## config.mk

```make
export PLATFORM = sky130hd
export DESIGN_NAME = udp_tx_top
export DESIGN_NICKNAME = d
export VERILOG_FILES = /design/src/udp_tx_pkg.sv /design/src/header_builder.sv /design/src/payload_summer.sv /design/src/stream_fifo.sv /design/src/tx_pack.sv /design/src/udp_tx_top.sv
export VERILOG_INCLUDE_DIRS = /design/src /design/src/src
export SDC_FILE = /design/constraint.sdc
export NUM_CORES = 2
export LEC_CHECK = 0
export ABC_AREA = 1
export BUFFER_PORTS_ARGS = -buffer_cell sky130_fd_sc_hd__buf_4
export CORE_MARGIN = 4
export CORE_UTILIZATION = 40
export DETAILED_ROUTE_END_ITERATION = 7
export SLEW_MARGIN = 10
export SYNTH_ARGS = -nofsm -noshare
export SYNTH_HDL_FRONTEND = slang
export SYNTH_HIERARCHICAL = 1
export SYNTH_SLANG_ARGS = --single-unit
export TNS_END_PERCENT = 5
```

## constraint.sdc

```tcl
create_clock -name clk -period 29.3 [get_ports clk]
set_input_delay 1.465 -clock clk [delete_from_list [all_inputs] [get_ports clk]]
set_output_delay 1.465 -clock clk [all_outputs]
set_load 0.01 [all_outputs]
```

## src/udp_tx_defines.svh

```systemverilog
`ifndef UDP_TX_DEFINES_SVH
`define UDP_TX_DEFINES_SVH

`define UDP_DATA_FIFO_DEPTH   64
`define UDP_MSG_FIFO_DEPTH    4

// A whole payload has to fit in the data FIFO before its header can start.
`define UDP_MAX_PAYLOAD_WORDS `UDP_DATA_FIFO_DEPTH

`define UDP_ETH_WORDS         7
`define UDP_IP_WORDS          10
`define UDP_UDP_WORDS         4
`define UDP_HDR_WORDS         (`UDP_ETH_WORDS + `UDP_IP_WORDS + `UDP_UDP_WORDS)

`define UDP_IP_VER_IHL        8'h45
`define UDP_IP_TTL            8'd255
`define UDP_IP_PROTO          8'd17
`define UDP_ETH_TYPE_IPV4     16'h0800

`endif

```

## src/udp_tx_pkg.sv

```systemverilog
`default_nettype none

package udp_tx_pkg;

    typedef logic [15:0] word_t;
    typedef logic [15:0] len_t;
    typedef logic [15:0] csum_t;
    typedef logic [47:0] mac_t;
    typedef logic [31:0] ipv4_t;
    typedef logic [15:0] port_t;
    typedef logic [4:0]  hdr_idx_t;

    // Upper half is the payload sum, lower half the byte length.
    typedef logic [31:0] msg_t;

    typedef enum logic [1:0] {
        SEQ_IDLE,
        SEQ_LOAD,
        SEQ_HEAD,
        SEQ_DATA
    } seq_state_t;

endpackage

`default_nettype wire

```

## src/header_builder.sv

```systemverilog
`default_nettype none
`timescale 1ns/1ps
`include "udp_tx_defines.svh"

module header_builder import udp_tx_pkg::*; (
    input  logic     clk,
    input  logic     rst_n,
    input  logic     hdr_load,
    input  msg_t     msg,
    input  word_t    ip_id,
    input  mac_t     cfg_mac_d,
    input  mac_t     cfg_mac_s,
    input  ipv4_t    cfg_sip,
    input  ipv4_t    cfg_dip,
    input  port_t    cfg_sport,
    input  port_t    cfg_dport,
    input  hdr_idx_t hdr_idx,
    output word_t    hdr_word
);
    msg_t  msg_q;
    word_t id_q;
    mac_t  mac_d_q;
    mac_t  mac_s_q;
    ipv4_t sip_q;
    ipv4_t dip_q;
    port_t sport_q;
    port_t dport_q;
    len_t  ip_len;
    len_t  udp_len;
    csum_t ip_sum;
    csum_t udp_sum;
    word_t ip_chk;
    word_t udp_chk;

    function automatic csum_t csum_add(csum_t a, word_t b);
        logic [16:0] s;
        s = {1'b0, a} + {1'b0, b};
        return s[15:0] + {15'd0, s[16]};
    endfunction

    always_ff @(posedge clk or negedge rst_n) begin
        if (!rst_n) begin
            msg_q   <= '0;
            id_q    <= '0;
            mac_d_q <= '0;
            mac_s_q <= '0;
            sip_q   <= '0;
            dip_q   <= '0;
            sport_q <= '0;
            dport_q <= '0;
        end else if (hdr_load) begin
            msg_q   <= msg;
            id_q    <= ip_id;
            mac_d_q <= cfg_mac_d;
            mac_s_q <= cfg_mac_s;
            sip_q   <= cfg_sip;
            dip_q   <= cfg_dip;
            sport_q <= cfg_sport;
            dport_q <= cfg_dport;
        end
    end

    assign udp_len = msg_q[15:0] + 16'd8;
    assign ip_len  = msg_q[15:0] + 16'd28; // IP and UDP headers on top of the payload.

    always_comb begin
        // Flags and fragment offset are zero and drop out of the sum.
        ip_sum = {`UDP_IP_VER_IHL, 8'h00};
        ip_sum = csum_add(ip_sum, ip_len);
        ip_sum = csum_add(ip_sum, id_q);
        ip_sum = csum_add(ip_sum, {`UDP_IP_TTL, `UDP_IP_PROTO});
        ip_sum = csum_add(ip_sum, sip_q[31:16]);
        ip_sum = csum_add(ip_sum, sip_q[15:0]);
        ip_sum = csum_add(ip_sum, dip_q[31:16]);
        ip_sum = csum_add(ip_sum, dip_q[15:0]);
        ip_chk = ~ip_sum;
    end

    always_comb begin
        udp_sum = msg_q[31:16];
        udp_sum = csum_add(udp_sum, sip_q[31:16]);
        udp_sum = csum_add(udp_sum, sip_q[15:0]);
        udp_sum = csum_add(udp_sum, dip_q[31:16]);
        udp_sum = csum_add(udp_sum, dip_q[15:0]);
        udp_sum = csum_add(udp_sum, {8'h00, `UDP_IP_PROTO});
        udp_sum = csum_add(udp_sum, udp_len);
        udp_sum = csum_add(udp_sum, sport_q);
        udp_sum = csum_add(udp_sum, dport_q);
        udp_sum = csum_add(udp_sum, udp_len);
        udp_chk = (udp_sum == 16'hFFFF) ? 16'hFFFF : ~udp_sum; // Zero means no checksum.
    end

    always_comb begin
        case (hdr_idx)
            5'd0:    hdr_word = mac_d_q[47:32];
            5'd1:    hdr_word = mac_d_q[31:16];
            5'd2:    hdr_word = mac_d_q[15:0];
            5'd3:    hdr_word = mac_s_q[47:32];
            5'd4:    hdr_word = mac_s_q[31:16];
            5'd5:    hdr_word = mac_s_q[15:0];
            5'd6:    hdr_word = `UDP_ETH_TYPE_IPV4;
            5'd7:    hdr_word = {`UDP_IP_VER_IHL, 8'h00};
            5'd8:    hdr_word = ip_len;
            5'd9:    hdr_word = id_q;
            5'd10:   hdr_word = 16'h0000;
            5'd11:   hdr_word = {`UDP_IP_TTL, `UDP_IP_PROTO};
            5'd12:   hdr_word = ip_chk;
            5'd13:   hdr_word = sip_q[31:16];
            5'd14:   hdr_word = sip_q[15:0];
            5'd15:   hdr_word = dip_q[31:16];
            5'd16:   hdr_word = dip_q[15:0];
            5'd17:   hdr_word = sport_q;
            5'd18:   hdr_word = dport_q;
            5'd19:   hdr_word = udp_len;
            5'd20:   hdr_word = udp_chk;
            default: hdr_word = '0;
        endcase
    end

endmodule

`default_nettype wire

```

## src/payload_summer.sv

```systemverilog
`default_nettype none
`timescale 1ns/1ps

module payload_summer import udp_tx_pkg::*; (
    input  logic  clk,
    input  logic  rst_n,
    input  word_t tx_data,
    input  logic  tx_sop,
    input  logic  tx_eop,
    input  logic  tx_mty,
    input  logic  tx_vld,
    output logic  tx_rdy,
    input  logic  dfifo_almost_full,
    input  logic  mfifo_full,
    output logic  dfifo_wr,
    output logic  mfifo_wr,
    output msg_t  msg
);
    logic        xfer;
    logic        half_word;
    len_t        byte_cnt;
    csum_t       sum;
    len_t        cnt_base;
    csum_t       sum_base;
    word_t       add_word;
    logic [16:0] sum_raw;
    len_t        cnt_next;
    csum_t       sum_next;

    assign xfer      = tx_vld & tx_rdy;
    assign half_word = tx_eop & tx_mty;
    assign dfifo_wr  = xfer;
    assign mfifo_wr  = xfer & tx_eop;

    // A start word always opens a fresh packet.
    assign cnt_base = tx_sop ? '0 : byte_cnt;
    assign sum_base = tx_sop ? '0 : sum;

    assign add_word = half_word ? {tx_data[15:8], 8'h00} : tx_data;
    assign sum_raw  = {1'b0, sum_base} + {1'b0, add_word};
    assign sum_next = sum_raw[15:0] + {15'd0, sum_raw[16]}; // End-around carry.
    assign cnt_next = cnt_base + (half_word ? 16'd1 : 16'd2);

    assign msg = {sum_next, cnt_next};

    always_ff @(posedge clk or negedge rst_n) begin
        if (!rst_n) begin
            byte_cnt <= '0;
            sum      <= '0;
        end else if (xfer) begin
            if (tx_eop) begin
                byte_cnt <= '0;
                sum      <= '0;
            end else begin
                byte_cnt <= cnt_next;
                sum      <= sum_next;
            end
        end
    end

    // A summary written this cycle is not yet seen by mfifo_full,
    // so it holds the input off for a cycle as well.
    always_ff @(posedge clk or negedge rst_n) begin
        if (!rst_n) begin
            tx_rdy <= 1'b0;
        end else begin
            tx_rdy <= ~dfifo_almost_full & ~mfifo_full & ~mfifo_wr;
        end
    end

endmodule

`default_nettype wire

```

## src/stream_fifo.sv

```systemverilog
`default_nettype none
`timescale 1ns/1ps

module stream_fifo #(
    parameter int WIDTH = 16,
    parameter int DEPTH = 16
) (
    input  logic             clk,
    input  logic             rst_n,
    input  logic             wr_en,
    input  logic [WIDTH-1:0] wr_data,
    input  logic             rd_en,
    output logic [WIDTH-1:0] rd_data,
    output logic             empty,
    output logic             full,
    output logic             almost_full
);
    localparam int AW = (DEPTH > 1) ? $clog2(DEPTH) : 1;
    localparam int CW = $clog2(DEPTH + 1);
    localparam logic [CW-1:0] AF_LEVEL = CW'(DEPTH - 1);

    logic [WIDTH-1:0] mem [DEPTH];
    logic [AW-1:0]    wr_ptr;
    logic [AW-1:0]    rd_ptr;
    logic [CW-1:0]    count;
    logic             do_wr;
    logic             do_rd;

    assign do_wr       = wr_en & ~full;
    assign do_rd       = rd_en & ~empty;
    assign empty       = (count == '0);
    assign full        = (count == CW'(DEPTH));
    assign almost_full = (count >= AF_LEVEL); // One entry or none left.
    assign rd_data     = mem[rd_ptr];

    always_ff @(posedge clk) begin
        if (do_wr) begin
            mem[wr_ptr] <= wr_data;
        end
    end

    always_ff @(posedge clk or negedge rst_n) begin
        if (!rst_n) begin
            wr_ptr <= '0;
            rd_ptr <= '0;
            count  <= '0;
        end else begin
            if (do_wr) begin
                wr_ptr <= (wr_ptr == AW'(DEPTH - 1)) ? '0 : wr_ptr + 1'b1;
            end
            if (do_rd) begin
                rd_ptr <= (rd_ptr == AW'(DEPTH - 1)) ? '0 : rd_ptr + 1'b1;
            end
            if (do_wr && !do_rd) begin
                count <= count + 1'b1;
            end else if (do_rd && !do_wr) begin
                count <= count - 1'b1;
            end
        end
    end

endmodule

`default_nettype wire

```

## src/tx_pack.sv

```systemverilog
`default_nettype none
`timescale 1ns/1ps
`include "udp_tx_defines.svh"

module tx_pack import udp_tx_pkg::*; (
    input  logic        clk,
    input  logic        rst_n,
    input  logic        mfifo_empty,
    output logic        mfifo_rd,
    input  logic        dfifo_empty,
    input  logic [17:0] dfifo_q,
    output logic        dfifo_rd,
    output logic        hdr_load,
    output word_t       ip_id,
    output hdr_idx_t    hdr_idx,
    input  word_t       hdr_word,
    output word_t       dout,
    output logic        dout_sop,
    output logic        dout_eop,
    output logic        dout_mty,
    output logic        dout_vld,
    input  logic        dout_rdy
);
    localparam hdr_idx_t LAST_IDX = hdr_idx_t'(`UDP_HDR_WORDS - 1);

    seq_state_t state;
    logic       load_ok;
    logic       last_held;
    logic       head_take;
    logic       data_take;

    assign load_ok   = ~dout_vld | dout_rdy; // Output stage empty or being accepted.
    assign last_held = dout_vld & dout_eop;
    assign head_take = (state == SEQ_HEAD) & load_ok;
    assign data_take = (state == SEQ_DATA) & load_ok & ~last_held & ~dfifo_empty;

    assign dfifo_rd = data_take;
    assign mfifo_rd = (state == SEQ_LOAD) & ~mfifo_empty;
    assign hdr_load = (state == SEQ_LOAD);

    always_ff @(posedge clk or negedge rst_n) begin
        if (!rst_n) begin
            state    <= SEQ_IDLE;
            hdr_idx  <= '0;
            ip_id    <= '0;
            dout_vld <= 1'b0;
            dout_sop <= 1'b0;
            dout_eop <= 1'b0;
            dout_mty <= 1'b0;
        end else begin
            case (state)
                SEQ_IDLE: begin
                    if (!mfifo_empty) begin
                        state <= SEQ_LOAD;
                    end
                end
                SEQ_LOAD: begin
                    state <= SEQ_HEAD;
                end
                SEQ_HEAD: begin
                    if (load_ok) begin
                        dout_vld <= 1'b1;
                        dout_sop <= (hdr_idx == '0);
                        dout_eop <= 1'b0;
                        dout_mty <= 1'b0;
                        if (hdr_idx == LAST_IDX) begin
                            hdr_idx <= '0;
                            state   <= SEQ_DATA;
                        end else begin
                            hdr_idx <= hdr_idx + 1'b1;
                        end
                    end
                end
                SEQ_DATA: begin
                    if (last_held) begin
                        if (dout_rdy) begin
                            dout_vld <= 1'b0;
                            dout_eop <= 1'b0;
                            dout_mty <= 1'b0;
                            state    <= SEQ_IDLE;
                        end
                    end else if (load_ok) begin
                        dout_sop <= 1'b0;
                        dout_vld <= ~dfifo_empty;
                        dout_eop <= ~dfifo_empty & dfifo_q[17];
                        dout_mty <= ~dfifo_empty & dfifo_q[17] & dfifo_q[16];
                        if (!dfifo_empty && dfifo_q[17]) begin
                            ip_id <= ip_id + 1'b1;
                        end
                    end
                end
                default: state <= SEQ_IDLE;
            endcase
        end
    end

    always_ff @(posedge clk) begin
        if (head_take) begin
            dout <= hdr_word;
        end else if (data_take) begin
            dout <= dfifo_q[15:0];
        end
    end

endmodule

`default_nettype wire

```

## src/udp_tx_top.sv

```systemverilog
`default_nettype none
`timescale 1ns/1ps
`include "udp_tx_defines.svh"

module udp_tx_top import udp_tx_pkg::*; (
    input  logic  clk,
    input  logic  rst_n,
    input  mac_t  cfg_mac_d,
    input  mac_t  cfg_mac_s,
    input  ipv4_t cfg_sip,
    input  ipv4_t cfg_dip,
    input  port_t cfg_sport,
    input  port_t cfg_dport,
    input  word_t tx_data,
    input  logic  tx_sop,
    input  logic  tx_eop,
    input  logic  tx_mty,
    input  logic  tx_vld,
    output logic  tx_rdy,
    output word_t dout,
    output logic  dout_sop,
    output logic  dout_eop,
    output logic  dout_mty,
    output logic  dout_vld,
    input  logic  dout_rdy
);
    logic        dfifo_wr;
    logic        dfifo_rd;
    logic [17:0] dfifo_q;
    logic        dfifo_empty;
    logic        dfifo_almost_full;
    logic        mfifo_wr;
    logic        mfifo_rd;
    msg_t        mfifo_data;
    msg_t        mfifo_q;
    logic        mfifo_empty;
    logic        mfifo_full;
    logic        hdr_load;
    word_t       ip_id;
    hdr_idx_t    hdr_idx;
    word_t       hdr_word;

    stream_fifo #(
        .WIDTH (18),
        .DEPTH (`UDP_DATA_FIFO_DEPTH)
    ) data_fifo_inst (
        .clk         (clk),
        .rst_n       (rst_n),
        .wr_en       (dfifo_wr),
        .wr_data     ({tx_eop, tx_eop & tx_mty, tx_data}),
        .rd_en       (dfifo_rd),
        .rd_data     (dfifo_q),
        .empty       (dfifo_empty),
        .full        (),
        .almost_full (dfifo_almost_full)
    );

    stream_fifo #(
        .WIDTH ($bits(msg_t)),
        .DEPTH (`UDP_MSG_FIFO_DEPTH)
    ) msg_fifo_inst (
        .clk         (clk),
        .rst_n       (rst_n),
        .wr_en       (mfifo_wr),
        .wr_data     (mfifo_data),
        .rd_en       (mfifo_rd),
        .rd_data     (mfifo_q),
        .empty       (mfifo_empty),
        .full        (mfifo_full),
        .almost_full ()
    );

    payload_summer payload_summer_inst (
        .clk               (clk),
        .rst_n             (rst_n),
        .tx_data           (tx_data),
        .tx_sop            (tx_sop),
        .tx_eop            (tx_eop),
        .tx_mty            (tx_mty),
        .tx_vld            (tx_vld),
        .tx_rdy            (tx_rdy),
        .dfifo_almost_full (dfifo_almost_full),
        .mfifo_full        (mfifo_full),
        .dfifo_wr          (dfifo_wr),
        .mfifo_wr          (mfifo_wr),
        .msg               (mfifo_data)
    );

    header_builder header_builder_inst (
        .clk       (clk),
        .rst_n     (rst_n),
        .hdr_load  (hdr_load),
        .msg       (mfifo_q),
        .ip_id     (ip_id),
        .cfg_mac_d (cfg_mac_d),
        .cfg_mac_s (cfg_mac_s),
        .cfg_sip   (cfg_sip),
        .cfg_dip   (cfg_dip),
        .cfg_sport (cfg_sport),
        .cfg_dport (cfg_dport),
        .hdr_idx   (hdr_idx),
        .hdr_word  (hdr_word)
    );

    tx_pack tx_pack_inst (
        .clk         (clk),
        .rst_n       (rst_n),
        .mfifo_empty (mfifo_empty),
        .mfifo_rd    (mfifo_rd),
        .dfifo_empty (dfifo_empty),
        .dfifo_q     (dfifo_q),
        .dfifo_rd    (dfifo_rd),
        .hdr_load    (hdr_load),
        .ip_id       (ip_id),
        .hdr_idx     (hdr_idx),
        .hdr_word    (hdr_word),
        .dout        (dout),
        .dout_sop    (dout_sop),
        .dout_eop    (dout_eop),
        .dout_mty    (dout_mty),
        .dout_vld    (dout_vld),
        .dout_rdy    (dout_rdy)
    );

endmodule

`default_nettype wire

```

==> impl_metrics.yaml <==
floorplan:
  die_y_um: 478.7
  initial_core_util_pct: 40.26
  die_x_um: 478.7
  num_rows: 172
  core_area_um2: 220200
  io_pins: 236
  fp.dieArea_um2: 229200
sta:
  period_share_pct: 89.56
  fin_skew_ns: 0.06495
  slew_viol_final: 0
  relSlewSlack_pct: 19.65
  worst_slew_pin_slew_ns: 1.201
  final-hold-violation-count: 0
  max_freq_mhz: 38.11
  min_period_ns: 26.24
  setup_viol: 0
  setup_tns_ns: 0
  rsz0062_at_grt: "false"
worst_setup_path:
  crit_top_cell: "nand2_1"
  critPathSlowestCell: "fa_1"
  cp_max_fo: 16
  crit_arrival_ns: 26.77
  r2r-start: "header_builder_inst/sip_q[16]$_DFFE_PN0P_"
  critPathRequiredTime_ns: 29.82
  critPathMaxStageDelay_ns: 0.41
  endpoint_kind: "flip-flop"
  rrSetupSlack_ns: 3.06
  r2r_end: "tx_pack_inst/dout[2]$_DFFE_PP_"
  worstSetupPathType: "reg -> reg"
  cp-start-kind: "flip-flop"
  reg2reg_depth: 182
drt:
  dr.pass1.iters: 6
  num_vias: 69420
  wire_per_inst_um: 21.42
  drt-initial-drc-count: 5884
  drt-vias-per-instance: 5.167
  ant_nets: 0
  routed_wl_um: 287800
  drc: 0
min_path:
  min_from: "payload_summer_inst/sum[14]$_DFFE_PN0P_"
  hold_class: "reg -> reg"
  whs_path_depth: 2
  hold_end: "payload_summer_inst/sum[14]$_DFFE_PN0P_"
clock_tree:
  cts_tree: "yes"
  cts_setup_buffers: 0
  worstSkewPairLatency_ns: 0.83
  holdBufCountCts: 0
  htreeDepth: 4
  clock_path_buffers: 3
  cts_buffers: 173
  cts-resized-gates: 0
  clockRootBuffer: "clkbuf_16"
  clk_pin_slew_ns: 0.07
  cts.sinks: 1622
yosys:
  synth.net_count: 10630
  avgSynthCellArea_um2: 8.769
  synth_cells: 10110
  yosysWarnings: 6
  synth_area_um2: 88640
cells_and_area:
  num-fill-cells: 21160
  syn_to_final_growth_pct: 12.27
  final_cell_mix: "2889 x nand2_1, 1512 x inv_1, 1296 x edfxtp_1"
  num-nets-final: 10860
  drive_gt1_share_pct: 9.481
  final_common_cell: "nand2_1"
  final_util_pct: 45.20
grt:
  grt_pass1_vias: 66060
  gr-total-overflow: 0
  grt_max_degree: 224
  grt_antenna_before_repair: 7
  grt_first_pass_wirelength_um: 427500
  groute.usage.overall_pct: 24.52
job:
  max-cap-violations: 0
run_status:
  status: "completed"
placed_design:
  dp_hpwl_um: 201600
  port_buffers: 235
  gp_congestion: 0.9626
## critical path: cells and delay by family, from the launching register on
family / cells / cell delay, ns
and+or+nand+nor: 111 / 13.70
adders and majority gates: 23 / 5.88
AOI/OAI and AO/OA: 26 / 3.95
buffers and inverters: 17 / 1.08
xor gates and xnor gates: 5 / 0.90
DFF: 1 / 0.39
## through the flow
step	cell area, um2	hold WS [ns]	setup WS [ns]	instances
CTS	99480	0.4975	2.024	13430
floorplan	88640	0.4489	6.951	10110
finish	99520	0.4904	3.059	13440
detailed placement	93950	0.4739	2.196	13120
global placement	93950	0.4710	2.555	13120
global route	99510	0.5217	0.005610	13430
## how the worst max path moves through the flow
stage	slack, ns	cells after the start	to	from
after CTS	2.02	179	tx_pack_inst/dout[2]$_DFFE_PP_	header_builder_inst/sip_q[16]$_DFFE_PN0P_
final	3.06	182	tx_pack_inst/dout[2]$_DFFE_PP_	header_builder_inst/sip_q[16]$_DFFE_PN0P_
after global placement	2.56	179	tx_pack_inst/dout[1]$_DFFE_PP_	header_builder_inst/sip_q[16]$_DFFE_PN0P_
after global routing	0.006	182	tx_pack_inst/dout[2]$_DFFE_PP_	header_builder_inst/sip_q[16]$_DFFE_PN0P_
after detailed placement	2.20	179	tx_pack_inst/dout[2]$_DFFE_PP_	header_builder_inst/sip_q[16]$_DFFE_PN0P_
after floorplan	6.95	183	tx_pack_inst/dout[2]$_DFFE_PP_	header_builder_inst/sip_q[16]$_DFFE_PN0P_
## routing by layer
| layer | vias up | GRT usage, % | routed length [um] | share of wire, % |
|---|---|---|---|---|
| met2 | 2303 | 40.14 | 134000 | 47 |
| met4 | 4 | 8.930 | 11690 | 4.1 |
| li1 | 33400 | - | - | - |
| met1 | 33270 | 33.05 | 122800 | 43 |
| met3 | 448 | 3.768 | 19290 | 6.7 |
| met5 | - | 0 | 21 | 0.0073 |
## area by class of cell
type                            count  area (um2)  share of cell area [%]
Clock buffer                      226        4651                   4.673
Clock inverter                     85       875.8                  0.8801
Inverter                         1548        5829                   5.858
Timing Repair Buffer              383        2920                   2.934
Antenna cell                        4       10.01                 0.01006
Tap cell                         2958        3701                   3.719
Sequential cell                  1622       47090                   47.32
Multi-Input combinational cell   6610       34440                   34.61
## sequential cells by signal, indices dropped and copies added (netlist names), 3 cells and up
signal and count:
tx_pack_inst/dout 16, header_builder_inst/mac_d_q 48, header_builder_inst/sport_q 16, payload_summer_inst/byte_cnt 16, header_builder_inst/dport_q 16, data_fifo_inst/wr_ptr 6
header_builder_inst/msg_q 32, data_fifo_inst/rd_ptr 6, data_fifo_inst/mem 1152, payload_summer_inst/sum 16, tx_pack_inst/hdr_idx 5, msg_fifo_inst/count 3
header_builder_inst/sip_q 32, tx_pack_inst/ip_id 16, msg_fifo_inst/mem 128, header_builder_inst/mac_s_q 48, header_builder_inst/dip_q 32, data_fifo_inst/count 7
header_builder_inst/id_q 16
Power is left out: the tool's default activity adds up to more than one toggle a clock period on the data nets, which glitch-free logic cannot reach.
